[src/extract_cfg.svh]
// Size settings for the instruction-extract stage: lane count, line and word widths
`ifndef EXTRACT_CFG_SVH
`define EXTRACT_CFG_SVH

// ====================
// Lane geometry
// ====================

// Number of decode lanes fed each cycle
// This fixes the generate loop and every flattened port width
`define EXT_LANES 4

// ====================
// Data widths
// ====================

// Instruction-cache line width in bits, 32 bytes
`define EXT_LINE_BITS 256

// One instruction word
`define EXT_INS_BITS 32

`endif

[src/extract_pkg.sv]
// Shared types for the extract stage: opcode and source enums plus instruction field positions
package extract_pkg;

	// ====================
	// Enumerations
	// ====================

	// Major opcode held in the low seven bits of every instruction
	// An all-zero word decodes as a NOP and marks an empty slot
	typedef enum logic [6:0] {
		OP_NOP     = 7'h00,
		OP_ALU     = 7'h33,
		OP_SYS     = 7'h73,
		OP_REGLIST = 7'h2f
	} opcode_e;

	// Where the whole extraction group comes from this cycle
	typedef enum logic [1:0] {
		SRC_LINE  = 2'd0,
		SRC_MCODE = 2'd1,
		SRC_IRQ   = 2'd2,
		SRC_RLIST = 2'd3
	} src_sel_e;

	// ====================
	// Field positions
	// ====================

	// Top bit of the opcode field, which starts at bit 0
	localparam int OPC_MSB = 6;

	// Destination register
	localparam int RD_LSB = 7;
	localparam int RD_MSB = 11;

	// Register count of a register-list instruction
	localparam int CNT_LSB = 12;
	localparam int CNT_MSB = 16;

	// Interrupt level and vector inside the synthesized system word
	localparam int LVL_LSB = 12;
	localparam int LVL_MSB = 14;
	localparam int VEC_LSB = 15;
	localparam int VEC_MSB = 23;

endpackage

[src/extract_ctrl.sv]
// Extract feeder: picks the group's source and builds the interrupt word and register-list head
`timescale 1ns/1ps
`include "extract_cfg.svh"

module extract_ctrl (
	input  logic [`EXT_LINE_BITS-1:0] line_i,
	input  logic [4:0]                pc_off0_i,
	input  logic                      mc_valid_i,
	input  logic                      irq_req_i,
	input  logic [2:0]                irq_level_i,
	input  logic [2:0]                irq_mask_i,
	input  logic [8:0]                irq_vect_i,
	output extract_pkg::src_sel_e     sel_o,
	output logic [`EXT_INS_BITS-1:0]  irq_word_o,
	output logic [`EXT_INS_BITS-1:0]  head_word_o
);
	import extract_pkg::*;

	// Line shifted down to lane 0's byte offset
	logic [`EXT_LINE_BITS-1:0] line_shift;
	// High when the pending interrupt beats the current mask
	logic irq_take;

	// ====================
	// Lane 0 head word
	// ====================

	// Bytes past the end of the line shift in as zero
	assign line_shift = line_i >> {pc_off0_i, 3'b000};
	assign head_word_o = line_shift[`EXT_INS_BITS-1:0];

	// An interrupt needs a level strictly above the mask
	// A running microcode sequence must finish first, so it blocks the request
	assign irq_take = irq_req_i && (irq_level_i > irq_mask_i) && !mc_valid_i;

	// ====================
	// Source priority
	// ====================

	// One source applies to all lanes of the group
	always_comb begin
		if (irq_take) begin
			sel_o = SRC_IRQ;
		end else if (mc_valid_i) begin
			sel_o = SRC_MCODE;
		end else if (head_word_o[OPC_MSB:0] == OP_REGLIST) begin
			// Lane 0 holds a register list, so it is spread over the lanes
			sel_o = SRC_RLIST;
		end else begin
			sel_o = SRC_LINE;
		end
	end

	// System word that carries the interrupt into the stream
	// Everything outside opcode, level and vector stays zero, destination included
	always_comb begin
		irq_word_o = '0;
		irq_word_o[OPC_MSB:0] = OP_SYS;
		irq_word_o[LVL_MSB:LVL_LSB] = irq_level_i;
		irq_word_o[VEC_MSB:VEC_LSB] = irq_vect_i;
	end

endmodule

[src/extract_lane.sv]
// Extract lane: forms one decode lane's instruction from the source chosen by the feeder
`timescale 1ns/1ps
`include "extract_cfg.svh"

module extract_lane #(
	// Position of this lane, used as the register-list step
	parameter int LANE_IDX = 0
) (
	input  extract_pkg::src_sel_e     sel_i,
	input  logic [`EXT_LINE_BITS-1:0] line_i,
	input  logic [4:0]                pc_off_i,
	input  logic [`EXT_INS_BITS-1:0]  mc_ins_i,
	input  logic [`EXT_INS_BITS-1:0]  irq_word_i,
	input  logic [`EXT_INS_BITS-1:0]  head_word_i,
	output logic [`EXT_INS_BITS-1:0]  ins_o
);
	import extract_pkg::*;

	// Lane index narrowed to the register field width
	localparam logic [4:0] LANE_OFF = 5'(LANE_IDX);

	// Line shifted down to this lane's byte offset
	logic [`EXT_LINE_BITS-1:0] line_shift;
	// Word taken straight from the cache line
	logic [`EXT_INS_BITS-1:0] line_word;
	// Base register and count carried by the head word
	logic [4:0] rl_base;
	logic [4:0] rl_cnt;
	// This lane's share of a register list
	logic [`EXT_INS_BITS-1:0] rlist_word;

	// ====================
	// Line extraction
	// ====================

	// Offsets near the end of the line pull in zero bytes from the shift
	assign line_shift = line_i >> {pc_off_i, 3'b000};
	assign line_word = line_shift[`EXT_INS_BITS-1:0];

	// ====================
	// Register-list expansion
	// ====================

	assign rl_base = head_word_i[RD_MSB:RD_LSB];
	assign rl_cnt = head_word_i[CNT_MSB:CNT_LSB];

	// Lanes below the count repeat the head with a stepped destination
	// The 5-bit add wraps the register number past 31 back to 0
	always_comb begin
		rlist_word = '0;
		if (LANE_OFF < rl_cnt) begin
			rlist_word = head_word_i;
			rlist_word[RD_MSB:RD_LSB] = rl_base + LANE_OFF;
		end
	end

	// ====================
	// Source select
	// ====================

	// Microcode and interrupt words pass through untouched
	always_comb begin
		case (sel_i)
			SRC_MCODE: ins_o = mc_ins_i;
			SRC_IRQ:   ins_o = irq_word_i;
			SRC_RLIST: ins_o = rlist_word;
			default:   ins_o = line_word;
		endcase
	end

endmodule

[src/extract_out.sv]
// Extract drain: pipeline register for all lane words with per-slot valid flags
`timescale 1ns/1ps
`include "extract_cfg.svh"

module extract_out (
	input  logic                                 clk,
	input  logic                                 rst_n_i,
	input  logic                                 en_i,
	input  logic [`EXT_LANES*`EXT_INS_BITS-1:0]  lane_ins_i,
	output logic [`EXT_LANES*`EXT_INS_BITS-1:0]  ins_o,
	output logic [`EXT_LANES-1:0]                slot_valid_o
);
	import extract_pkg::*;

	// Registered group, lane 0 in the low word
	logic [`EXT_LANES*`EXT_INS_BITS-1:0] ins_q;

	// ====================
	// Pipeline register
	// ====================

	// Reset fills every slot with the all-zero NOP word
	// With the enable low the previous group is held
	always_ff @(posedge clk) begin
		if (!rst_n_i) begin
			ins_q <= '0;
		end else if (en_i) begin
			ins_q <= lane_ins_i;
		end
	end

	assign ins_o = ins_q;

	// ====================
	// Slot flags
	// ====================

	// A slot is filled whenever its opcode is anything but NOP
	always_comb begin
		for (int i = 0; i < `EXT_LANES; i++) begin
			slot_valid_o[i] = (ins_q[i*`EXT_INS_BITS +: OPC_MSB+1] != OP_NOP);
		end
	end

endmodule

[src/extract_ins.sv]
// Instruction-extract stage: feeder, per-lane extraction and the output register
`timescale 1ns/1ps
`include "extract_cfg.svh"

module extract_ins (
	input  logic                                clk,
	input  logic                                rst_n_i,
	input  logic                                en_i,
	input  logic [`EXT_LINE_BITS-1:0]           line_i,
	input  logic [`EXT_LANES*5-1:0]             pc_off_i,
	input  logic                                mc_valid_i,
	input  logic [`EXT_LANES*`EXT_INS_BITS-1:0] mc_ins_i,
	input  logic                                irq_req_i,
	input  logic [2:0]                          irq_level_i,
	input  logic [2:0]                          irq_mask_i,
	input  logic [8:0]                          irq_vect_i,
	output logic [`EXT_LANES*`EXT_INS_BITS-1:0] ins_o,
	output logic [`EXT_LANES-1:0]               slot_valid_o
);
	import extract_pkg::*;

	// Group source shared by every lane
	src_sel_e sel;
	// Synthesized system word for interrupt entry
	logic [`EXT_INS_BITS-1:0] irq_word;
	// Lane 0 word, the head of a possible register list
	logic [`EXT_INS_BITS-1:0] head_word;
	// Combinational lane results on their way to the register
	logic [`EXT_LANES*`EXT_INS_BITS-1:0] lane_ins;

	// ====================
	// Feeder
	// ====================

	// Only lane 0's offset matters for the register-list check
	extract_ctrl ctrl_inst (
		.line_i      (line_i),
		.pc_off0_i   (pc_off_i[4:0]),
		.mc_valid_i  (mc_valid_i),
		.irq_req_i   (irq_req_i),
		.irq_level_i (irq_level_i),
		.irq_mask_i  (irq_mask_i),
		.irq_vect_i  (irq_vect_i),
		.sel_o       (sel),
		.irq_word_o  (irq_word),
		.head_word_o (head_word)
	);

	// ====================
	// Lanes
	// ====================

	// Each lane sees the whole line plus its own offset and microcode word
	for (genvar gi = 0; gi < `EXT_LANES; gi++) begin : g_lane
		extract_lane #(
			.LANE_IDX (gi)
		) lane_inst (
			.sel_i       (sel),
			.line_i      (line_i),
			.pc_off_i    (pc_off_i[gi*5 +: 5]),
			.mc_ins_i    (mc_ins_i[gi*`EXT_INS_BITS +: `EXT_INS_BITS]),
			.irq_word_i  (irq_word),
			.head_word_i (head_word),
			.ins_o       (lane_ins[gi*`EXT_INS_BITS +: `EXT_INS_BITS])
		);
	end

	// ====================
	// Drain
	// ====================

	// One cycle from input sample to ins_o and slot_valid_o
	extract_out out_inst (
		.clk          (clk),
		.rst_n_i      (rst_n_i),
		.en_i         (en_i),
		.lane_ins_i   (lane_ins),
		.ins_o        (ins_o),
		.slot_valid_o (slot_valid_o)
	);

endmodule

[config.mk]
export PLATFORM = sky130hd
export DESIGN_NAME = extract_ins
export DESIGN_NICKNAME = d
export VERILOG_FILES = /design/src/extract_pkg.sv /design/src/extract_ctrl.sv /design/src/extract_lane.sv /design/src/extract_out.sv /design/src/extract_ins.sv
export VERILOG_INCLUDE_DIRS = /design/src
export SDC_FILE = /design/constraint.sdc
export NUM_CORES = 2
export LEC_CHECK = 0
export BUFFER_PORTS_ARGS = -buffer_cell sky130_fd_sc_hd__buf_2
export CAP_MARGIN = 0
export CORE_ASPECT_RATIO = 0.75
export CORE_MARGIN = 5
export CORE_UTILIZATION = 40
export DETAILED_ROUTE_END_ITERATION = 10
export GPL_ROUTABILITY_DRIVEN = 0
export PLACE_DENSITY = 0.61
export SLEW_MARGIN = 20
export SYNTH_ARGS = -nofsm -noshare
export SYNTH_HDL_FRONTEND = slang
export SYNTH_SLANG_ARGS = --single-unit
[constraint.sdc]
create_clock -name clk -period 8.3 [get_ports clk]
set_input_delay 1.66 -clock clk [delete_from_list [all_inputs] [get_ports clk]]
set_output_delay 1.66 -clock clk [all_outputs]
set_load 0.005 [all_outputs]
## Word-level counts from Yosys, hierarchy flattened

Index checks and enable logic that the tools add are counted.

- Output and inout port bits: 132
- Register bits: 128
- Word-level logic and storage cells: 35
- Bits of input ports: 424

- Reductions and logical operators: 7
- Add/subtract/negate cells: 3
- Shifts and indexed selects: 4
- Muxes and demuxes: 11
- $lt $le $gt $ge: 5
- Equality and inequality tests: 4

Operators by type and width:

| operator | count |
|---|---|
| right shift 256 x 8 -> 32 bit | 4 |
| case mux 32 bit (3 select lines) | 4 |
| two-way mux 32 bit | 4 |
| nonzero test 7 bit | 4 |
| adder 5 x 2 -> 5 bit (second input constant) | 2 |
| less-than comparator 1 x 5 -> 1 bit (first input constant) | 2 |
| less-than comparator 2 x 5 -> 1 bit (first input constant) | 2 |
| == test 7 x 6 -> 1 bit (second input constant) | 1 |
| two-way mux 2 bit | 3 |
| adder 5 x 1 -> 5 bit (second input constant) | 1 |
| == test 2 bit (second input constant) | 2 |
| greater-than comparator 3 bit | 1 |
| == test 2 x 1 -> 1 bit (second input constant) | 1 |
| logical AND 1 bit | 2 |
| zero test 1 bit | 1 |

## Logic depth before layout (Yosys ltp)

- Depth after elaboration: 7
- Gate-level depth with buffers: 18
- Mapped depth without buffers: 10

## Modules after synthesis

A second synthesis with hierarchy kept.

- Cell total of the unflattened synthesis: 4351
- Area, all modules: 47276.6 um^2

By module, submodules not included:

| module | cells an instance | instances | area each (um^2) | seq. area each (um^2) |
|---|---|---|---|---|
| extract_lane at g_lane[0].lane_inst | 810 | 1 | 8663.3 | 0.0 |
| extract_lane at g_lane[2].lane_inst | 768 | 1 | 8577.0 | 0.0 |
| extract_lane at g_lane[3].lane_inst | 819 | 1 | 8531.9 | 0.0 |
| extract_lane at g_lane[1].lane_inst | 811 | 1 | 8478.1 | 0.0 |
| extract_ctrl | 719 | 1 | 7997.7 | 0.0 |
| extract_out | 424 | 1 | 5028.6 | 2562.5 |

## Worst setup path after synthesis

No wires, ideal clock.

- Path type: in2reg
- Start: in pc_off_i[1]
- End: reg out_inst.ins_q[107] (netlist: out_inst.ins_o[107])
- Stages: 18
- Path buffers: 8
- Data arrival time: 4.845 ns
- Data required time: 8.176 ns
- Setup slack: 3.331 ns
- Setup time: 0.124 ns
- Cells stage by stage: buf_6 -> buf_12 -> buf_12 -> buf_6 -> buf_6 -> buf_4 -> buf_4 -> buf_2 -> mux2i_1 -> mux4_2 -> a22oi_1 -> o211a_1 -> inv_1 -> ha_1 -> nand3b_1 -> xor2_1 -> a221oi_1 -> o21ai_0

- Cells in the longest elaborated chain, start to end: 7
- Elaborated cells between the ends (all ways): 12
- Classes of those cells: 1 x add/sub; 1 x order compare; 4 x eq/ne; 1 x shift; 5 x mux

RTL lines:

| what | RTL line | source |
|---|---|---|
| start: declaration | extract_ins.sv:10 | `` input logic [`EXT_LANES*5-1:0] pc_off_i, `` |
| right shift 256 x 8 -> 32 bit * | extract_ctrl.sv:29 | `assign line_shift = line_i >> {pc_off0_i, 3'b000};` |
| == test 7 x 6 -> 1 bit | extract_ctrl.sv:46 | `end else if (head_word_o[OPC_MSB:0] == OP_REGLIST) begin` |
| two-way mux 2 bit | extract_ctrl.sv:46 |  |
| two-way mux 2 bit | extract_ctrl.sv:44 | `end else if (mc_valid_i) begin` |
| two-way mux 2 bit | extract_ctrl.sv:42 | `if (irq_take) begin` |
| == test 2 bit / == test 2 x 1 -> 1 bit (equally long branches) | extract_lane.sv:63 | `case (sel_i)` |
| case mux 32 bit (3 select lines) * | extract_lane.sv:63 |  |
| end signal: assignment | extract_out.sv:28 | `ins_q <= lane_ins_i;` |
| end: declaration | extract_out.sv:16 | `` logic [`EXT_LANES*`EXT_INS_BITS-1:0] ins_q; `` |

Every way passes the cells marked *; elsewhere a longest branch is shown, timed or not.
A chain may end at the register's enable or synchronous reset.

## Final worst setup path

- Start: in pc_off_i[1]
- End: reg out_inst.ins_q[5] (netlist: out_inst.ins_o[5])

- Cells in the longest elaborated chain, start to end: 7
- Elaborated cells between the ends (all ways): 11
- Classes of those cells: 1 x order compare; 4 x eq/ne; 1 x shift; 5 x mux

RTL lines:

| what | RTL line |
|---|---|
| right shift 256 x 8 -> 32 bit * | extract_ctrl.sv:29, extract_lane.sv:37 |
| == test 7 x 6 -> 1 bit | extract_ctrl.sv:46 |
| two-way mux 2 bit | extract_ctrl.sv:46 |
| two-way mux 2 bit | extract_ctrl.sv:44 |
| two-way mux 2 bit | extract_ctrl.sv:42 |
| == test 2 bit / == test 2 x 1 -> 1 bit (equally long branches) | extract_lane.sv:63 |
| case mux 32 bit (3 select lines) * | extract_lane.sv:63 |

Marks and branches as above.

==> impl_metrics.yaml <==
drt:
  vias: 40300
  via_per_inst: 8.05
  highest_layer: "met5"
  ant_nets: 0
  drc: 0
  dr_wl_met3_um: 38400
  drt_iter0_drc: 8864
  wl_um: 204000
  firstDrtPassIters: 10
  wl_per_cell_um: 40.7
  m1WireLength_um: 66200
  dr_wl_met2_um: 80800
setup_path:
  worstSetupPathType: "in -> reg"
  crit_chain: "buf_8 > buf_4 > mux4_2 > o22ai_1 > nor4_1 > buf_4 > o21ai_0 > o41ai_4 > buf_4 > a41oi_2 > buf_4 > a221oi_1 > nor2_1"
  rrSetupSlack_ns: 6.88
  crit_required_ns: 8.60
  arrival_ns: 6.82
  slowest_delay_ns: 0.86
  crit_fanout: 93
  cp_common_cell: "buf_4"
  critPathSlowestCell: "a221oi_1"
  cp-start-kind: "input pin"
  cp-end-kind: "flip-flop"
layout:
  drive_gt1_share_pct: 42.6
  fillers: 8929
  finalNetCount: 4120
  largest_reg_flops: 128
  ff_latch_area_um2: 2560
  multi_input_comb_area_um2: 32300
  layout-area-overhead-vs-synth_pct: 8.75
  final_cell_mix: "mux4_2, buf_2, mux2i_1, nand2_1, o21ai_0"
  final_common_cell: "mux4_2"
logic_synthesis:
  yosys.area.top_type_share_pct: 46.3
  synth_area_leaders: "mux4_2, mux2i_1, dfxtp_1"
  synth_top_area_cell: "mux4_2"
  ys_types: 86
  avgSynthCellArea_um2: 10.2
  ys_seq_elements: 128
  synth_edf_count: 0
  synth.net_count: 4115
  synth_cells: 3684
  syn_area_um2: 37700
  ys_warn_count: 0
  synthArstFlopShare_pct: 0
  yosysSeqAreaShare_pct: 6.80
  synth_ff_type: "dfxtp_1"
clock_network:
  cts_resized: 0
  htreeDepth: 4
  post_cts_buffers: 0
  clk_latency_ns: 0.44
  clk_pin_slew_ns: 0.06
  cts-root-buf: "clkbuf_16"
  hold_buffers: 0
  cts_tree: "yes"
  cts_made_buffers: 17
  cts_sinks: 128
  cts_buffer_depth: 2
power:
  p_leak_uw: 0.0153
  power.switching_uw: 2080
  ir_drop_uv: 149
  swShare_pct: 47.8
  finalPower_uw: 4350
  p_int_uw: 2270
  clkPwrFrac_pct: 17.7
  combPwrFrac_pct: 65.8
  power.density_nw_per_um2: 106
  seqPwrFrac_pct: 16.5
timing:
  hold_slack_ns: 0.459
  setup_viol: 0
  min_period_over_period_pct: 78.6
  layout_min_cycle_time_ns: 6.52
  fin_skew_ns: 0
  max_freq_mhz: 153
  slew_violations: 0
  rsz0062_at_grt: "false"
  tightest_slew_ns: 1.40
  hold_viol: 0
  relSlewSlack_pct: 4.16
  fin_tns_setup_ns: 0
placement:
  port_buffers: 555
  hpwl_um: 147000
die:
  fp-row-count: 97
  die_h_um: 276
  core_um2: 93500
  num_io_pins: 556
  dieArea_um2: 100000
  die_w_um: 364
  start_util_pct: 40.3
global_route:
  grt_pass1_wl_um: 283000
  grt_overflow: 0
  first_global_vias: 36300
  grt_max_degree: 137
  grt_usage_pct: 38.7
  antenna_found_initial: 104
job:
  drv_cap: 0
hold_path:
  hp-class: "reg -> reg"
outcome:
  status: "completed"
[cells by family after synthesis]
family | after synthesis | synth area share (%)
AO/OA/AOI/OAI | 881 | 15.6
XOR/XNOR | 8 | 0.186
adder cells (fa/ha/maj) | 7 | 0.232
buffers and inverters | 694 | 7.57
flip-flops | 128 | 6.80
multiplexers | 1347 | 62.0
AND/OR/NAND/NOR | 619 | 7.53
[cell usage after synthesis (8+ instances only)]
cell type / n
dfxtp_1: 128
o21ai_0: 206
nor4_1: 10
mux2i_1: 494
nand2b_1: 21
nor3_1: 21
buf_1: 105
a41oi_1: 10
a32oi_1: 9
buf_4: 21
a21o_1: 14
and2_1: 10
a21oi_1: 186
o211ai_1: 44
nand2_1: 269
mux2_2: 72
o22ai_1: 47
a2bb2oi_1: 11
nor2_1: 147
inv_1: 28
o221ai_1: 30
a221o_1: 11
o32ai_1: 10
buf_2: 55
nand4_1: 8
a211oi_1: 71
nor2b_1: 60
a31oi_1: 26
a22oi_1: 52
clkbuf_1: 465
mux4_2: 774
a221oi_1: 40
and3_1: 14
nand3_1: 24
a22o_1: 29
[power groups by stage]
stage	Combinational, uW	Sequential [uW]	Clock (uW)
6_report	2860	718	769
2_1_floorplan	1750	716	0
5_1_grt	2910	720	797
3_3_place_gp	2680	727	0
3_5_place_dp	2700	726	0
4_1_cts	2700	714	760
[worst paths after layout]
check / from / endpoint / cells past startpoint
max reg2reg: out_inst.ins_o[82] / out_inst.ins_o[82] / 2
min reg2reg: out_inst.ins_o[127] / out_inst.ins_o[127] / 2
max: pc_off_i[1] / out_inst.ins_o[5] / 13
min: out_inst.ins_o[127] / out_inst.ins_o[127] / 2
[area by class of cell]
class,count,share of cell area [%]
multi-input cells,2862,78.9
repair buffers,645,8.93
flip-flops and latches,128,6.25
well taps,1237,3.78
clock buffers,18,1.07
diodes,63,0.385
clock inverters,14,0.354
inverters,35,0.321
[stage by stage]
step	setup WS, ns	cells	cell area, um^2	utilization (%)
2_1_floorplan	3.33	3684	37700	-
3_3_place_gp	1.57	4906	40200	43.0
3_5_place_dp	1.58	4907	40200	43.0
4_1_cts	2.03	4939	40800	43.6
5_1_grt	1.81	4976	40900	43.8
6_report	1.78	5002	41000	43.8
[critical path, delay by kind of cell]
kind                   cells  cell delay, ns
AO/OA/AOI/OAI              5            1.59
AND/OR/NAND/NOR            2            0.75
multiplexers               1            0.33
buffers and inverters      5            2.34
[per-layer routing]
layer  track usage [%]  vias to the layer above
met1              47.3                    19800
met2              51.9                     4333
met3              21.5                      954
met5              2.06                        -
li1                  -                    15100
met4              25.6                       74
(Power assumes the default switching activity.)
